==> src/verilog/zports_pkg.sv <==
// port addresses, extended register indices, reset values and data byte types
package zports_pkg;

  typedef logic [7:0] zbyte_t;

  // low address byte of the i/o ports
  localparam zbyte_t port_fe     = 8'hFE;
  localparam zbyte_t port_fd     = 8'hFD;  // 7FFD paging and AY
  localparam zbyte_t port_xt     = 8'hAF;  // #nnAF extended registers
  localparam zbyte_t port_kjoy   = 8'h1F;
  localparam zbyte_t port_kmouse = 8'hDF;
  localparam zbyte_t port_sdcfg  = 8'h77;
  localparam zbyte_t port_sddat  = 8'h57;

  // VG93 ports, visible in dos only
  localparam zbyte_t vg_com = 8'h1F;
  localparam zbyte_t vg_trk = 8'h3F;
  localparam zbyte_t vg_sec = 8'h5F;
  localparam zbyte_t vg_dat = 8'h7F;
  localparam zbyte_t vg_sys = 8'hFF;

  // extended register index, high address byte of #nnAF
  localparam zbyte_t xr_stat      = 8'h00;
  localparam zbyte_t xr_rampage   = 8'h10;  // four pages, 10..13
  localparam zbyte_t xr_fmaddr    = 8'h15;
  localparam zbyte_t xr_sysconf   = 8'h20;
  localparam zbyte_t xr_memconf   = 8'h21;
  localparam zbyte_t xr_dmastat   = 8'h27;
  localparam zbyte_t xr_fddvirt   = 8'h29;
  localparam zbyte_t xr_intmask   = 8'h2A;
  localparam zbyte_t xr_cacheconf = 8'h2B;

  // register values after reset
  localparam zbyte_t rampage_rst0 = 8'h00;
  localparam zbyte_t rampage_rst1 = 8'h05;
  localparam zbyte_t rampage_rst2 = 8'h02;
  localparam zbyte_t rampage_rst3 = 8'h00;
  localparam zbyte_t memconf_rst  = 8'h04;  // rom mapping off
  localparam zbyte_t sysconf_rst  = 8'h00;  // 3.5 MHz
  localparam zbyte_t intmask_rst  = 8'h01;  // frame interrupt only

  // layout of a byte written to 7FFD
  typedef struct packed {
    logic [1:0] bank_hi;
    logic       lock48;
    logic       rom;
    logic       screen;
    logic [2:0] bank_lo;
  } p7ffd_t;

  // one data bus byte, plain or as 7FFD fields
  typedef union packed {
    zbyte_t raw;
    p7ffd_t p7ffd;
  } zdata_u;

endpackage

==> src/verilog/port_decode.sv <==
// port address decoder with port hits, AY strobes, register file and 7FFD strobes
`timescale 1ns/1ps

module port_decode (
  input  logic               [15:0] a,
  input  logic                      regs_we,
  input  logic                      iord,
  input  logic                      iowr,
  input  logic                      iordwr,
  input  logic                      iord_s,
  input  logic                      iowr_s,
  input  logic                      dos,
  input  logic                      vdos,
  input  logic                      open_vg,
  output logic                      porthit,
  output logic                      external_port,
  output logic                      dataout,
  output logic                      ay_bdir,
  output logic                      ay_bc1,
  output logic                      xt_wr,
  output logic                      xt_rd,
  output zports_pkg::zbyte_t        xt_index,
  output logic                      p7ffd_wr_req,
  output logic                      vg_hit,
  output logic                      vgsys_hit,
  output logic                      sdcfg_hit,
  output logic                      sddat_hit
);
  import zports_pkg::*;

  zbyte_t loa;
  logic   vg_open;   // VG93 ports mapped in
  logic   sd_open;   // Z-controller ports mapped in
  logic   ay_hit;
  logic   xt_hit;

  assign loa = a[7:0];

  // raw address matches before gating
  assign vg_hit    = (loa == vg_com) || (loa == vg_trk) || (loa == vg_sec) || (loa == vg_dat);
  assign vgsys_hit = (loa == vg_sys);
  assign sdcfg_hit = (loa == port_sdcfg);
  assign sddat_hit = (loa == port_sddat);
  assign xt_hit    = (loa == port_xt);

  assign vg_open = dos || open_vg;
  assign sd_open = !dos || vdos;
  assign ay_hit  = (loa == port_fd) && a[15];  // FFFD / BFFD

  // joystick shares 1F with the VG command port
  assign porthit = (loa == port_fe) || xt_hit || (loa == port_fd)
                || ((vg_hit || vgsys_hit) && vg_open)
                || ((loa == port_kjoy) && !vg_open)
                || (loa == port_kmouse)
                || ((sdcfg_hit || sddat_hit) && sd_open);

  assign external_port = ay_hit || (vg_hit && vg_open);
  assign dataout       = porthit && iord && !external_port;

  assign ay_bc1  = ay_hit && a[14] && iordwr;
  assign ay_bdir = ay_hit && iowr;

  // regs_we carries the index on the low byte
  assign xt_index = regs_we ? a[7:0] : a[15:8];
  assign xt_wr    = (xt_hit && iowr_s) || regs_we;
  assign xt_rd    = xt_hit && iord_s;

  assign p7ffd_wr_req = !a[15] && (loa == port_fd) && iowr_s;  // lock48 applied downstream

  // the bus driver only turns on in a read cycle
  always_comb
  begin
    if (dataout)
      assert (!iowr)
        else $error("dataout raised during a write cycle");
  end

endmodule

==> src/verilog/ext_regs.sv <==
// extended register file: RAM pages, config bytes, 7FFD paging with locks, power-up flag
`timescale 1ns/1ps

module ext_regs (
  input  logic                      clk,
  input  logic                      rst,
  input  zports_pkg::zbyte_t        din,
  input  logic                      opfetch,
  input  logic                      xt_wr,
  input  logic                      xt_rd,
  input  zports_pkg::zbyte_t        xt_index,
  input  logic                      p7ffd_wr_req,
  input  logic                      dma_act,
  output logic               [31:0] xt_page,
  output logic                [4:0] fmaddr,
  output zports_pkg::zbyte_t        sysconf,
  output zports_pkg::zbyte_t        memconf,
  output logic                [3:0] cacheconf,
  output zports_pkg::zbyte_t        fddvirt,
  output zports_pkg::zbyte_t        intmask,
  output zports_pkg::zbyte_t        xt_rd_data
);
  import zports_pkg::*;

  zbyte_t     rampage [0:3];
  zdata_u     din_u;
  logic       lock48;
  logic       pwr_up;
  logic       m1_lock128;  // opcode test for lock128 mode 2
  logic [1:0] lock_mode;
  logic       lock128;
  logic       p7ffd_wr;
  logic [2:0] bank3;
  zbyte_t     page3_next;

  assign din_u.raw = din;
  assign xt_page   = {rampage[3], rampage[2], rampage[1], rampage[0]};

  assign p7ffd_wr  = p7ffd_wr_req && !lock48;
  assign lock_mode = memconf[7:6];
  assign lock128   = (lock_mode == 2'b10) ? m1_lock128 : memconf[6];

  always_ff @(posedge clk)
  begin
    if (opfetch)
      m1_lock128 <= (din[7] == din[6]);
  end

  // bank bits 5:3 of page 3 per lock128 mode
  always_comb
  begin
    if (lock_mode == 2'b11)
      bank3 = {din_u.p7ffd.lock48, din_u.p7ffd.bank_hi};  // 1M mode
    else if (lock128)
      bank3 = 3'b000;
    else
      bank3 = {1'b0, din_u.p7ffd.bank_hi};
  end

  assign page3_next = {2'b00, bank3, din_u.p7ffd.bank_lo};

  always_ff @(posedge clk)
  begin
    if (rst)
    begin
      rampage[0] <= rampage_rst0;
      rampage[1] <= rampage_rst1;
      rampage[2] <= rampage_rst2;
      rampage[3] <= rampage_rst3;
      fmaddr     <= 5'd0;
      sysconf    <= sysconf_rst;
      memconf    <= memconf_rst;
      cacheconf  <= 4'h0;
      fddvirt    <= 8'h00;
      intmask    <= intmask_rst;
    end
    else if (p7ffd_wr)
    begin
      memconf[0] <= din_u.p7ffd.rom;
      rampage[3] <= page3_next;
    end
    else if (xt_wr)
    begin
      if (xt_index[7:2] == xr_rampage[7:2])
        rampage[xt_index[1:0]] <= din_u.raw;
      if (xt_index == xr_fmaddr)
        fmaddr <= din_u.raw[4:0];
      if (xt_index == xr_sysconf)
      begin
        sysconf   <= din_u.raw;
        cacheconf <= {4{din_u.raw[2]}};  // cache follows the turbo bit
      end
      if (xt_index == xr_cacheconf)
        cacheconf <= din_u.raw[3:0];
      if (xt_index == xr_memconf)
        memconf <= din_u.raw;
      if (xt_index == xr_fddvirt)
        fddvirt <= din_u.raw;
      if (xt_index == xr_intmask)
        intmask <= din_u.raw;
    end
  end

  // lock48 is frozen in mode 3, bit 5 is a bank bit there
  always_ff @(posedge clk)
  begin
    if (rst)
      lock48 <= 1'b0;
    else if (p7ffd_wr && (lock_mode != 2'b11))
      lock48 <= din_u.p7ffd.lock48;
  end

  // cleared by the first status read
  always_ff @(posedge clk)
  begin
    if (rst)
      pwr_up <= 1'b1;
    else if (xt_rd && (xt_index == xr_stat))
      pwr_up <= 1'b0;
  end

  always_comb
  begin
    case (xt_index)
      xr_stat:                        xt_rd_data = {1'b0, pwr_up, 6'b000000};
      xr_dmastat:                     xt_rd_data = {dma_act, 7'b0000000};
      xr_rampage + 8'd2,
      xr_rampage + 8'd3:              xt_rd_data = rampage[xt_index[1:0]];
      default:                        xt_rd_data = 8'hFF;
    endcase
  end

  // decoder must not issue both kinds of page write at once
  assert property (@(posedge clk) disable iff (rst) !(xt_wr && p7ffd_wr))
    else $error("register file write collides with a 7FFD write");

endmodule

==> src/verilog/disk_ports.sv <==
// VG93 floppy control with virtual drives, and Z-controller SD card port
`timescale 1ns/1ps

module disk_ports (
  input  logic                      clk,
  input  logic                      rst,
  input  zports_pkg::zbyte_t        din,
  input  logic                      iordwr,
  input  logic                      iord_s,
  input  logic                      iowr_s,
  input  logic                      iordwr_s,
  input  logic                      wr,
  input  logic                      dos,
  input  logic                      vdos,
  input  logic                      cfg_floppy_swap,
  input  zports_pkg::zbyte_t        fddvirt,
  input  logic                      vg_hit,
  input  logic                      vgsys_hit,
  input  logic                      sdcfg_hit,
  input  logic                      sddat_hit,
  output logic                      open_vg,
  output logic                [1:0] drive_sel,
  output logic                      vg_cs_n,
  output logic                      vg_wr_ff,
  output logic                      vdos_on,
  output logic                      vdos_off,
  output logic                      sdcs_n,
  output logic                      sd_start,
  output zports_pkg::zbyte_t        sd_datain
);
  import zports_pkg::*;

  logic [1:0] drive_sel_raw;
  logic       virt_vg;
  logic       vg_open;
  logic       vg_wen;    // real VG93 may be accessed
  logic       sd_open;

  assign open_vg = fddvirt[7];              // VG ports visible outside dos
  assign vg_open = dos || open_vg;
  assign virt_vg = fddvirt[drive_sel_raw];  // indexed by the unswapped number

  assign drive_sel = {drive_sel_raw[1], drive_sel_raw[0] ^ cfg_floppy_swap};

  assign vg_wen   = vg_open && !vdos && !virt_vg;
  assign vg_cs_n  = !(iordwr && vg_hit && vg_wen);
  assign vg_wr_ff = iowr_s && vgsys_hit && vg_wen;

  // virtual drive traps into vdos and any VG access there leaves it
  assign vdos_on  = iordwr_s && (vg_hit || vgsys_hit) && dos && !vdos && virt_vg;
  assign vdos_off = iordwr_s && vg_hit && vdos;

  always_ff @(posedge clk)
  begin
    if (rst)
      drive_sel_raw <= 2'b00;
    else if (iowr_s && vgsys_hit && vg_open)
      drive_sel_raw <= din[1:0];
  end

  assign sd_open = !dos || vdos;

  always_ff @(posedge clk)
  begin
    if (rst)
      sdcs_n <= 1'b1;  // card deselected
    else if (sdcfg_hit && iowr_s && sd_open)
      sdcs_n <= din[1];
  end

  // every data port access starts one SPI byte
  assign sd_start  = (sddat_hit && iowr_s && sd_open) || (sddat_hit && iord_s);
  assign sd_datain = wr ? din : 8'hFF;  // reads shift out ones

  // vdos traps use the strobe while the VG93 select uses the level
  assert property (@(posedge clk) disable iff (rst) iordwr_s |-> iordwr)
    else $error("iordwr_s strobe outside an iordwr cycle");

endmodule

==> src/verilog/port_read_mux.sv <==
// read data multiplexer for the readable i/o ports
`timescale 1ns/1ps

module port_read_mux (
  input  logic               [7:0] a,          // low address byte
  input  zports_pkg::zbyte_t       xt_rd_data,
  input  logic                     tape_read,
  input  logic               [4:0] keys_in,
  input  logic               [4:0] kj_in,
  input  zports_pkg::zbyte_t       mus_in,
  input  logic                     vg_intrq,
  input  logic                     vg_drq,
  input  zports_pkg::zbyte_t       sd_dataout,
  output zports_pkg::zbyte_t       dout
);
  import zports_pkg::*;

  // dos gating of 1F is done by dataout, here 1F is always the joystick
  always_comb
  begin
    case (a)
      port_fe:
        dout = {1'b1, tape_read, 1'b0, keys_in};
      port_xt:
        dout = xt_rd_data;
      vg_sys:
        dout = {vg_intrq, vg_drq, 6'b111111};
      port_kjoy:
        dout = {3'b000, kj_in};
      port_kmouse:
        dout = mus_in;
      port_sdcfg:
        dout = 8'h00;        // card present, not write protected
      port_sddat:
        dout = sd_dataout;
      default:
        dout = 8'hFF;
    endcase
  end

endmodule

==> src/verilog/zports_top.sv <==
// zports top level: decoder, register file, disk ports and read mux
`timescale 1ns/1ps

module zports_top (
  input  logic                      clk,
  input  logic                      rst,
  input  logic               [15:0] a,
  input  zports_pkg::zbyte_t        din,
  input  logic                      iord,
  input  logic                      iowr,
  input  logic                      iordwr,
  input  logic                      iord_s,
  input  logic                      iowr_s,
  input  logic                      iordwr_s,
  input  logic                      wr,
  input  logic                      opfetch,
  input  logic                      regs_we,
  input  logic                      dos,
  input  logic                      vdos,
  input  logic                      tape_read,
  input  logic                [4:0] keys_in,
  input  logic                [4:0] kj_in,
  input  zports_pkg::zbyte_t        mus_in,
  input  logic                      vg_intrq,
  input  logic                      vg_drq,
  input  logic                      dma_act,
  input  logic                      cfg_floppy_swap,
  input  zports_pkg::zbyte_t        sd_dataout,
  output zports_pkg::zbyte_t        dout,
  output logic                      dataout,
  output logic                      porthit,
  output logic                      external_port,
  output logic                      ay_bdir,
  output logic                      ay_bc1,
  output logic               [31:0] xt_page,
  output logic                [4:0] fmaddr,
  output zports_pkg::zbyte_t        sysconf,
  output zports_pkg::zbyte_t        memconf,
  output logic                [3:0] cacheconf,
  output zports_pkg::zbyte_t        fddvirt,
  output zports_pkg::zbyte_t        intmask,
  output logic                [1:0] drive_sel,
  output logic                      vg_cs_n,
  output logic                      vg_wr_ff,
  output logic                      vdos_on,
  output logic                      vdos_off,
  output logic                      sdcs_n,
  output logic                      sd_start,
  output zports_pkg::zbyte_t        sd_datain
);
  import zports_pkg::*;

  logic   xt_wr;
  logic   xt_rd;
  zbyte_t xt_index;
  zbyte_t xt_rd_data;
  logic   p7ffd_wr_req;
  logic   vg_hit;
  logic   vgsys_hit;
  logic   sdcfg_hit;
  logic   sddat_hit;
  logic   open_vg;

  port_decode u_decode (
    .a             (a),
    .regs_we       (regs_we),
    .iord          (iord),
    .iowr          (iowr),
    .iordwr        (iordwr),
    .iord_s        (iord_s),
    .iowr_s        (iowr_s),
    .dos           (dos),
    .vdos          (vdos),
    .open_vg       (open_vg),
    .porthit       (porthit),
    .external_port (external_port),
    .dataout       (dataout),
    .ay_bdir       (ay_bdir),
    .ay_bc1        (ay_bc1),
    .xt_wr         (xt_wr),
    .xt_rd         (xt_rd),
    .xt_index      (xt_index),
    .p7ffd_wr_req  (p7ffd_wr_req),
    .vg_hit        (vg_hit),
    .vgsys_hit     (vgsys_hit),
    .sdcfg_hit     (sdcfg_hit),
    .sddat_hit     (sddat_hit)
  );

  ext_regs u_regs (
    .clk          (clk),
    .rst          (rst),
    .din          (din),
    .opfetch      (opfetch),
    .xt_wr        (xt_wr),
    .xt_rd        (xt_rd),
    .xt_index     (xt_index),
    .p7ffd_wr_req (p7ffd_wr_req),
    .dma_act      (dma_act),
    .xt_page      (xt_page),
    .fmaddr       (fmaddr),
    .sysconf      (sysconf),
    .memconf      (memconf),
    .cacheconf    (cacheconf),
    .fddvirt      (fddvirt),
    .intmask      (intmask),
    .xt_rd_data   (xt_rd_data)
  );

  disk_ports u_disk (
    .clk             (clk),
    .rst             (rst),
    .din             (din),
    .iordwr          (iordwr),
    .iord_s          (iord_s),
    .iowr_s          (iowr_s),
    .iordwr_s        (iordwr_s),
    .wr              (wr),
    .dos             (dos),
    .vdos            (vdos),
    .cfg_floppy_swap (cfg_floppy_swap),
    .fddvirt         (fddvirt),
    .vg_hit          (vg_hit),
    .vgsys_hit       (vgsys_hit),
    .sdcfg_hit       (sdcfg_hit),
    .sddat_hit       (sddat_hit),
    .open_vg         (open_vg),
    .drive_sel       (drive_sel),
    .vg_cs_n         (vg_cs_n),
    .vg_wr_ff        (vg_wr_ff),
    .vdos_on         (vdos_on),
    .vdos_off        (vdos_off),
    .sdcs_n          (sdcs_n),
    .sd_start        (sd_start),
    .sd_datain       (sd_datain)
  );

  port_read_mux u_rdmux (
    .a          (a[7:0]),
    .xt_rd_data (xt_rd_data),
    .tape_read  (tape_read),
    .keys_in    (keys_in),
    .kj_in      (kj_in),
    .mus_in     (mus_in),
    .vg_intrq   (vg_intrq),
    .vg_drq     (vg_drq),
    .sd_dataout (sd_dataout),
    .dout       (dout)
  );

endmodule

==> config.mk <==
export PLATFORM = sky130hd
export DESIGN_NAME = zports_top
export DESIGN_NICKNAME = d
export VERILOG_FILES = /design/src/verilog/zports_pkg.sv /design/src/verilog/port_decode.sv /design/src/verilog/ext_regs.sv /design/src/verilog/disk_ports.sv /design/src/verilog/port_read_mux.sv /design/src/verilog/zports_top.sv
export SDC_FILE = /design/constraint.sdc
export NUM_CORES = 1
export LEC_CHECK = 0
export BUFFER_PORTS_ARGS = -buffer_cell sky130_fd_sc_hd__buf_2
export CAP_MARGIN = 30
export CORE_ASPECT_RATIO = 0.6
export CORE_MARGIN = 4
export CORE_UTILIZATION = 30
export CTS_BUF_LIST = sky130_fd_sc_hd__clkbuf_4 sky130_fd_sc_hd__clkbuf_8
export CTS_CLUSTER_SIZE = 16
export DETAILED_ROUTE_END_ITERATION = 10
export GPL_TIMING_DRIVEN = 0
export SETUP_SLACK_MARGIN = 0.5
export SYNTH_ARGS = -nofsm -noshare
export SYNTH_HDL_FRONTEND = slang
export SYNTH_SLANG_ARGS = --single-unit
==> constraint.sdc <==
create_clock -name clk -period 7.15 [get_ports clk]
set_clock_uncertainty 0.2 [all_clocks]
set_input_delay 0.715 -clock clk [delete_from_list [all_inputs] [get_ports clk]]
set_output_delay 0.715 -clock clk [all_outputs]
set_load 0.05 [all_outputs]
[After elaboration in Yosys (flattened, before gate mapping)]
Memory sizes are Yosys's and may differ from the RTL's.
Index checks and enable logic that the tools add are counted.
Cells by class
  muxes and demuxes: 28
  equal/unequal tests: 25
  reduce and logical (&&, ||, !) cells: 72
  $lt $le $gt $ge: 1
  bitwise logic cells: 3
Operators with widths (count)
  $eq A8 B6 Y1 const B: 7
  $pmux W8 S7: 1
  $eq A8 B8 Y1 const B: 5
  $logic_and A1 B1 Y1: 35
  $eq A8 B5 Y1 const B: 4
  $eq A8 B7 Y1 const B: 4
  $mux W8: 4
  $pmux W8 S3: 1
  $reduce_and A3 Y1: 6
  $logic_or A1 B1 Y1: 16
  $mux W1: 16
  $logic_not A1 Y1: 8
  $logic_not A8 Y1: 1
  $mux W4: 2
  $reduce_or A8 Y1: 1
  $eq A6 B3 Y1 const B: 1
  $reduce_bool A2 Y1: 3
  $eq A2 B2 Y1 const B: 2
  $lt A2 B4 Y1 const B: 1
  $mux W2: 2
  $mux W3: 1
  $bmux W1 S2: 1
  $ne A2 B2 Y1 const B: 1
  $reduce_and A2 Y1: 1
  other kinds (5): 5
Storage, ports and cells
  input bits: 68
  memories: 1
  word-level logic and storage cells: 142
  memory bits (writable): 32
  flip-flop bits (word level): 47
  output and inout port bits: 102
Memory list
  u_regs.rampage: words 4, bits a word 8, read ports 5, clocked after memory_dff 0, write ports 4, RTL line ext_regs.sv:25  | zbyte_t rampage [0:3];

[Depth between registers and ports, before layout]
Gate-level depths: netlist of run 1.
  depth in word-level cells: 12
  depth in mapped cells: 8
  depth with buffers taken out: 5

[Modules after synthesis]
Synthesis of run 1 repeated with hierarchy kept, for this count alone.
Unflattened totals
  cell total of the unflattened synthesis: 459
  area, all modules: 4459.3 sq um
By module, submodules not included
  ext_regs: area each 3331.9 sq um, times used 1, cells each 301
  port_read_mux: area each 480.5 sq um, times used 1, cells each 68
  port_decode: area each 376.6 sq um, times used 1, cells each 56
  disk_ports: area each 270.3 sq um, times used 1, cells each 34

[Worst setup path before layout of run 1]
Ideal clock, no wire load.
  path type: input to output
  start point: in a[5]
  end point: out dataout
  required time: 6.235 ns
  slack: 2.413 ns
  cell stages on the path: 6
  arrival time: 3.822 ns
  cells stage by stage: clkbuf_1 > nor2_1 > nor2_1 > o22a_1 > o311ai_0 > and3_1
On the way
  longest elaborated chain between the ends: 12
  elaborated cells on any way between the ends: 31
  those cells by class: eq/ne (11); reduce/logical (20)
RTL lines
  from (decl): RTL line zports_top.sv:7  | input logic [15:0] a,
  $eq A8 B5 Y1 or $eq A8 B6 Y1 (tied branches): RTL line port_decode.sv:40, port_decode.sv:53
  $logic_or A1 B1 Y1 (3 in series): RTL line port_decode.sv:40  | assign vg_hit = (loa == vg_com) || (loa == vg_trk) || (loa == vg_sec) || (loa == vg_dat);
  $logic_or A1 B1 Y1: RTL line port_decode.sv:52  | || ((vg_hit || vgsys_hit) && vg_open)
  $logic_and A1 B1 Y1: RTL line port_decode.sv:52
  $logic_or A1 B1 Y1: RTL line port_decode.sv:52
  $logic_or A1 B1 Y1: RTL line port_decode.sv:53  | || ((loa == port_kjoy) && !vg_open)
  $logic_or A1 B1 Y1: RTL line port_decode.sv:54  | || (loa == port_kmouse)
  $logic_or A1 B1 Y1 (*): RTL line port_decode.sv:55  | || ((sdcfg_hit || sddat_hit) && sd_open);
  via porthit: RTL line zports_top.sv:31  | output logic porthit,
  $logic_and A1 B1 Y1 (*) (2 in series): RTL line port_decode.sv:58  | assign dataout = porthit && iord && !external_port;
  to (decl): RTL line zports_top.sv:30  | output logic dataout,
The timed path passes the listed nets; every way through them passes the cells marked *.

[Final worst setup path of run 1]
  start point: in a[7]
  end point: out dout[7]
On the way
  longest elaborated chain between the ends: 5
  elaborated cells on any way between the ends: 15
  those cells by class: eq/ne (10); mux (3); reduce/logical (2)
RTL lines
  $mux W8: RTL line port_decode.sv:64  | assign xt_index = regs_we ? a[7:0] : a[15:8];
  $eq A8 B5 Y1: RTL line ext_regs.sv:124  | case (xt_index)
  $reduce_or A2 Y1: RTL line ext_regs.sv:124
  $pmux W8 S3: RTL line ext_regs.sv:124
  $pmux W8 S7 (*): RTL line port_read_mux.sv:21  | case (a)
  to (decl): RTL line zports_top.sv:29  | output zports_pkg::zbyte_t dout,
Mark *: on every way between the ends. The rest lies on a longest branch, timed or not.

==> results of run 1 <==
## through the flow
stage                     util, %  cell area [µm²]  std cells
after floorplan                 -             4150        420
after global placement       39.3             5180        753
after detailed placement     39.5             5200        756
after CTS                    41.0             5400        772
after global routing         41.0             5400        772
final                        41.0             5400        772
## cell usage in the layout, fill, tap and decap left out, types with 9 or more instances in the layout
cell type  instances
mux2i_1           43
buf_2            172
and3_1            12
and2_1            16
nand2_1           13
a22oi_1            9
nor3_1            14
nor2b_1           13
nor2_1            57
clkbuf_8          10
dfxtp_1           46
nand2b_1          14
edfxtp_1          33
nand3b_1           9
clkbuf_1          22
## flip-flops by register name (all words and copies together) (netlist names)
name,count
u_disk.drive_sel_raw,2
u_disk.sdcs_n,1
u_regs.cacheconf,4
u_regs.fddvirt,8
u_regs.fmaddr,5
u_regs.intmask,8
u_regs.lock48,1
u_regs.m1_lock128,1
u_regs.memconf,8
u_regs.pwr_up,1
u_regs.rampage,32
u_regs.sysconf,8
## worst min-delay path by stage
stage | depth (start not counted) | to | slack (ns) | from
final | 1 | u_regs.pwr_up | 0.26 | u_regs.pwr_up
after global routing | 1 | u_regs.pwr_up | 0.28 | u_regs.pwr_up
after CTS | 1 | u_regs.pwr_up | 0.26 | u_regs.pwr_up
after detailed placement | 1 | u_regs.pwr_up | 0.25 | u_regs.pwr_up
after global placement | 1 | u_regs.pwr_up | 0.24 | u_regs.pwr_up
after floorplan | 1 | u_regs.pwr_up | 0.23 | u_regs.pwr_up
## cells by family (layout without fill, tap and decap cells)
group           Yosys count  count (layout)  share of synthesized area [%]
xor+xnor                  2               2                          0.422
simple gates            197             197                           26.7
compound gates           61              61                           11.8
flops                    79              79                           46.1
mux                      46              46                           11.5
buf+inv                  35             217                           3.53
## power breakdown
group / internal, µW / switching, µW
registers: 478 / 4.91
logic: 40.3 / 113
clock network: 172 / 172
## routing by layer
metal	track usage, %	share of wire (%)
met5	0	0.11
met4	3.30	0.86
met3	7.94	10
met2	25.5	41
met1	25.8	48
## worst register-to-register path, delay by kind of cell (launching register included)
| family | cells | cell delay, ns |
|---|---|---|
| AND/OR/NAND/NOR | 5 | 1.61 |
| flip-flops | 1 | 0.32 |
| buffers and inverters | 1 | 0.27 |
## final cells by class
type	count	area (µm²)
Timing Repair Buffer	166	831
Inverter	5	18.8
Tap cell	170	213
Clock inverter	6	66.3
Fill cell	1307	7770
Clock buffer	10	138
Buffer	30	128
Sequential cell	79	1910
Multi-Input combinational cell	306	2100
==> metrics, run 1 <==
via count=4037; largest net degree at the start of global routing=15; Max Root-Sink Buffers=2; Synth area leader=edfxtp_1; CP Buf/Inv Count=3; CP max stage cell=a222oi_1; Vias/cell=5.23; Worst Reg2Reg Path Length in Cells=6; die area=15800 µm²; Avg Inst Size Synth=9.88 µm²; Fin. Hold Viols=0; critical path cell sequence=clkbuf_1 > or3b_1 > clkbuf_1 > a222oi_1 > nand2_2 > or3_1 > nand4_1 > buf_2; Clock Sinks=79; pre-CTS WS=2.88 ns; Hold WC Path Type=reg2reg; Syn Nets=488; port bufs=163; htree depth=3; final worst slack=2.79 ns; reg2reg end=u_regs.rampage[1][7]; count of cell types in the netlist=62; Max Transition Viols Final=0; number of max-cap violations=0; peak supply drop=92.3 µV; async set-reset flop share out of synthesis=0%; Yosys reg bits=79; Nets=665; Hold-fix buffers, CTS=0; Antenna Nets Post-Route=0; Die X-Extent=160 µm; share of the synthesized area in the top cell type=23.9%; Syn Std Cell Area=4150 µm²; RSZ-0062 raised after global routing=false; YS warnings=0; crit path kind=in2out; I/O pins=170; clock root cell=clkbuf_8; Leak=0.00254 µW; initial antenna violation count=2; Final Power=980 µW; Worst-path clk slew=0.07 ns; initial core utilization=31.5%; startpoint types=input port; Post-synth EDFFs=33; critical path peak fanout=9; worst path required time=6.23 ns; crit end category=output pin; relative slew slack=33.1%; CTS tree=yes; Detailed Route WL=14.7 mm; first-pass GRT wire length=22.4 mm; f_max=0.229 GHz; Final min period=4.36 ns; CP most frequent cell=clkbuf_1; All-Layer GR Usage=18.1%; vias in the first global route=3982; post-CTS sizing=0; critical path depth=8; DRT iter0 DRCs=297; most frequent cell after synthesis=nor2_1; RePlAce Congestion=0.857; setup TNS=0 ns; Die Height=99.1 µm; PD cells=182 nW/µm²; sequential fraction of the synthesis area=46.1%; Critical Path AT=3.45 ns; FF-to-FF Start=u_regs.lock48; register-to-register setup slack=4.47 ns; number of buffers created by CTS=9; drt pass-1 iters=5; CP max stage delay=0.85 ns; DRC=0; Rows=32; clk_lat worst skew=0.36 ns; Final setup viols=0; Mapped Cells=420; layout overhead on the synthesized area=30.2%; grt ovf=0; crit path capture=dout[7]; core area=13200 µm²; fraction of the cycle the final worst path needs=61.0%; share of layout cells above drive strength 1=34.7%; Synth area leaders=edfxtp_1, dfxtp_1, mux2i_1; Primary FF master, synth=dfxtp_1; Post-synth top cells=nor2_1, dfxtp_1, mux2i_1; status=complete, no violations; Top delay family on crit path=simple AND/OR/NAND/NOR gates; DPL Wire Length=11.4 mm; worst hold slack=0.258 ns; worst setup path startpoint=a[7]; post-CTS setup buffers=0; # diodes=0; Worst Tran Pin Value=0.995 ns; routed length per instance=19.0 µm
(Power assumes the default switching activity.)
==> run 2: changes to the inputs <==
==> constraint.sdc (replaced) <==
create_clock -name clk -period 4.3 [get_ports clk]
set_clock_uncertainty 0.2 [all_clocks]
set_input_delay 0.43 -clock clk [delete_from_list [all_inputs] [get_ports clk]]
set_output_delay 0.43 -clock clk [all_outputs]
set_load 0.05 [all_outputs]
==> run 2 against run 1 <==
Hold slack lost 0.18 ns. Cell area grew 1.3%. Via count is essentially flat. First-iteration DRC count grew 13%. Power grew 79%. Routed wire length grew 1.7%. Combinational power grew 67%. Highest routed layer is now met4. Die area is the same. Global-route usage grew 0.35 points. Clock-buffer cell count is the same.
==> metrics, run 2 (synthesized netlist as in run 1, its figures left out) <==
startpoint types=input port; crit end category=output pin; Worst Tran Pin Value=1.02 ns (+0.0238 ns); # diodes=0 (unchanged); CP Buf/Inv Count=4 (+1); placed insts=756 (unchanged); Largest Register=u_regs.rampage; routed length per instance=19.3 µm (+1.3%); most frequent cells in the layout=buf_2, nor2_1, dfxtp_1; htree depth=3 (unchanged); pre-CTS WS=0.627 ns (-2.26 ns); Top delay family on crit path=buffers and inverters; peak supply drop=172 µV (+86%); post-CTS sizing=0 (unchanged); Antenna Nets Post-Route=0 (unchanged); clock root cell=clkbuf_8; crit path kind=in2out; Final min period=3.41 ns; clock network power share=39.6% (+4.5 points); number of buffers created by CTS=9 (unchanged); Die X-Extent=160 µm (unchanged); All-Layer GR Usage=18.4% (+0.35 points); post-route insts no fill=775 (+0.39%); internal power=1270 µW (+84%); DRT iter0 DRCs=336 (+13%); Rows=32 (unchanged); first-pass GRT wire length=23.1 mm (+3.1%); die area=15800 µm² (unchanged); GRT met1 Usage=26.2% (+0.34 points); Max Root-Sink Buffers=2 (unchanged); f_max=0.294 GHz; most common cell after layout, fill and taps aside=buf_2; Nets=668 (+0.45%); Leak=0.00258 µW (+1.6%); Detailed Route WL=14.9 mm (+1.7%); critical path peak fanout=10 (+1); RSZ-0062 raised after global routing=false; Hold-fix buffers, CTS=0 (unchanged); core area=13200 µm² (unchanged); CP most frequent cell=buf_2; number of max-cap violations=0 (unchanged); Clock Sinks=79 (unchanged); I/O pins=170 (unchanged); DRC=0 (unchanged); CP max stage delay=0.68 ns (-0.17 ns); fraction of the cycle the final worst path needs=79.2%; via count=4038 (+0.025%); status=complete, no violations; Critical Path AT=2.78 ns (-0.67 ns); port bufs=163 (unchanged); register-to-register setup slack=1.60 ns (-2.87 ns); RePlAce Congestion=0.902 (+5.2%); Final setup viols=0 (unchanged); post-CTS setup buffers=0 (unchanged); CTS tree=yes; Vias/cell=5.21 (-0.36%); initial core utilization=31.5% (unchanged); Max Transition Viols Final=0 (unchanged); vias in the first global route=4085 (+2.6%); CP max stage cell=mux2i_1; critical path cell sequence=buf_2 > buf_2 > mux2i_1 > clkbuf_1 > mux2i_1 > o311a_1 > nand3_1 > buf_2; Flop pwr share=45.8% (-3.5 points); grt ovf=0 (unchanged); drt pass-1 iters=7 (+2); final worst slack=0.893 ns (-1.90 ns); worst path required time=3.67 ns (-2.56 ns); met2 GRT Util=27.5% (+2.0 points); Worst-path clk slew=0.09 ns (+0.02 ns); DPL Wire Length=11.7 mm (+2.7%); sw frac=27.7% (-1.8 points); worst hold slack=0.0744 ns (-0.184 ns); Sw Pwr=486 µW (+68%); combinational share of power=14.6% (-1.0 points); largest net degree at the start of global routing=15 (unchanged); layout overhead on the synthesized area=32.0%; met3 Use GR=6.69% (-1.3 points); Die Height=99.1 µm (unchanged); max reg flops=32 (unchanged); PD cells=321 nW/µm² (+77%); clk_lat worst skew=0.35 ns (about the same); relative slew slack=31.5% (-1.6 points); layer with the highest usage=met2; setup TNS=0 ns (unchanged); Hold WC Path Type=in2reg; initial antenna violation count=0 (-2); share of layout cells above drive strength 1=35.0% (+0.32 points); Fin. Hold Viols=0 (unchanged)
-- run 2: power by group through the flow --
stage	logic, µW	registers, µW	clock network [µW]
6_report	255	804	696
5_1_grt	271	806	742
4_1_cts	254	804	712
3_5_place_dp	253	821	0
3_3_place_gp	250	821	0
2_1_floorplan	101	877	0
-- run 2: final timing paths --
| check | from | end | cells after the start |
|---|---|---|---|
| max | regs_we | dout[6] | 8 |
| min reg2reg | u_regs.pwr_up | u_regs.pwr_up | 1 |
| max reg2reg | u_regs.lock48 | u_regs.rampage[1][3] | 6 |
| min | opfetch | u_regs.m1_lock128 | 1 |
-- run 2: cell type report --
cell class	instances	area, µm²
clock buffer	10	138
tap	170	213
buffer	30	128
clock inverter	6	116
inverter	5	18.8
multi-input combinational	306	2100
sequential	79	1910
fill	1300	7700
timing repair buffer	169	853
-- run 2: routing by layer --
layer  share of wire [%]  vias up
met4                0.96        0
met5                   0        -
met2                  41      192
met3                 9.4       14
met1                  48     1913
li1                    -     1919
-- run 2: metrics by stage --
stage / area (µm²) / power, µW / utilization (%)
6_report: 5470 / 1750 / 41.6
5_1_grt: 5470 / 1820 / 41.6
4_1_cts: 5450 / 1770 / 41.4
3_5_place_dp: 5200 / 1070 / 39.5
3_3_place_gp: 5180 / 1070 / 39.3
2_1_floorplan: 4150 / 978 / -
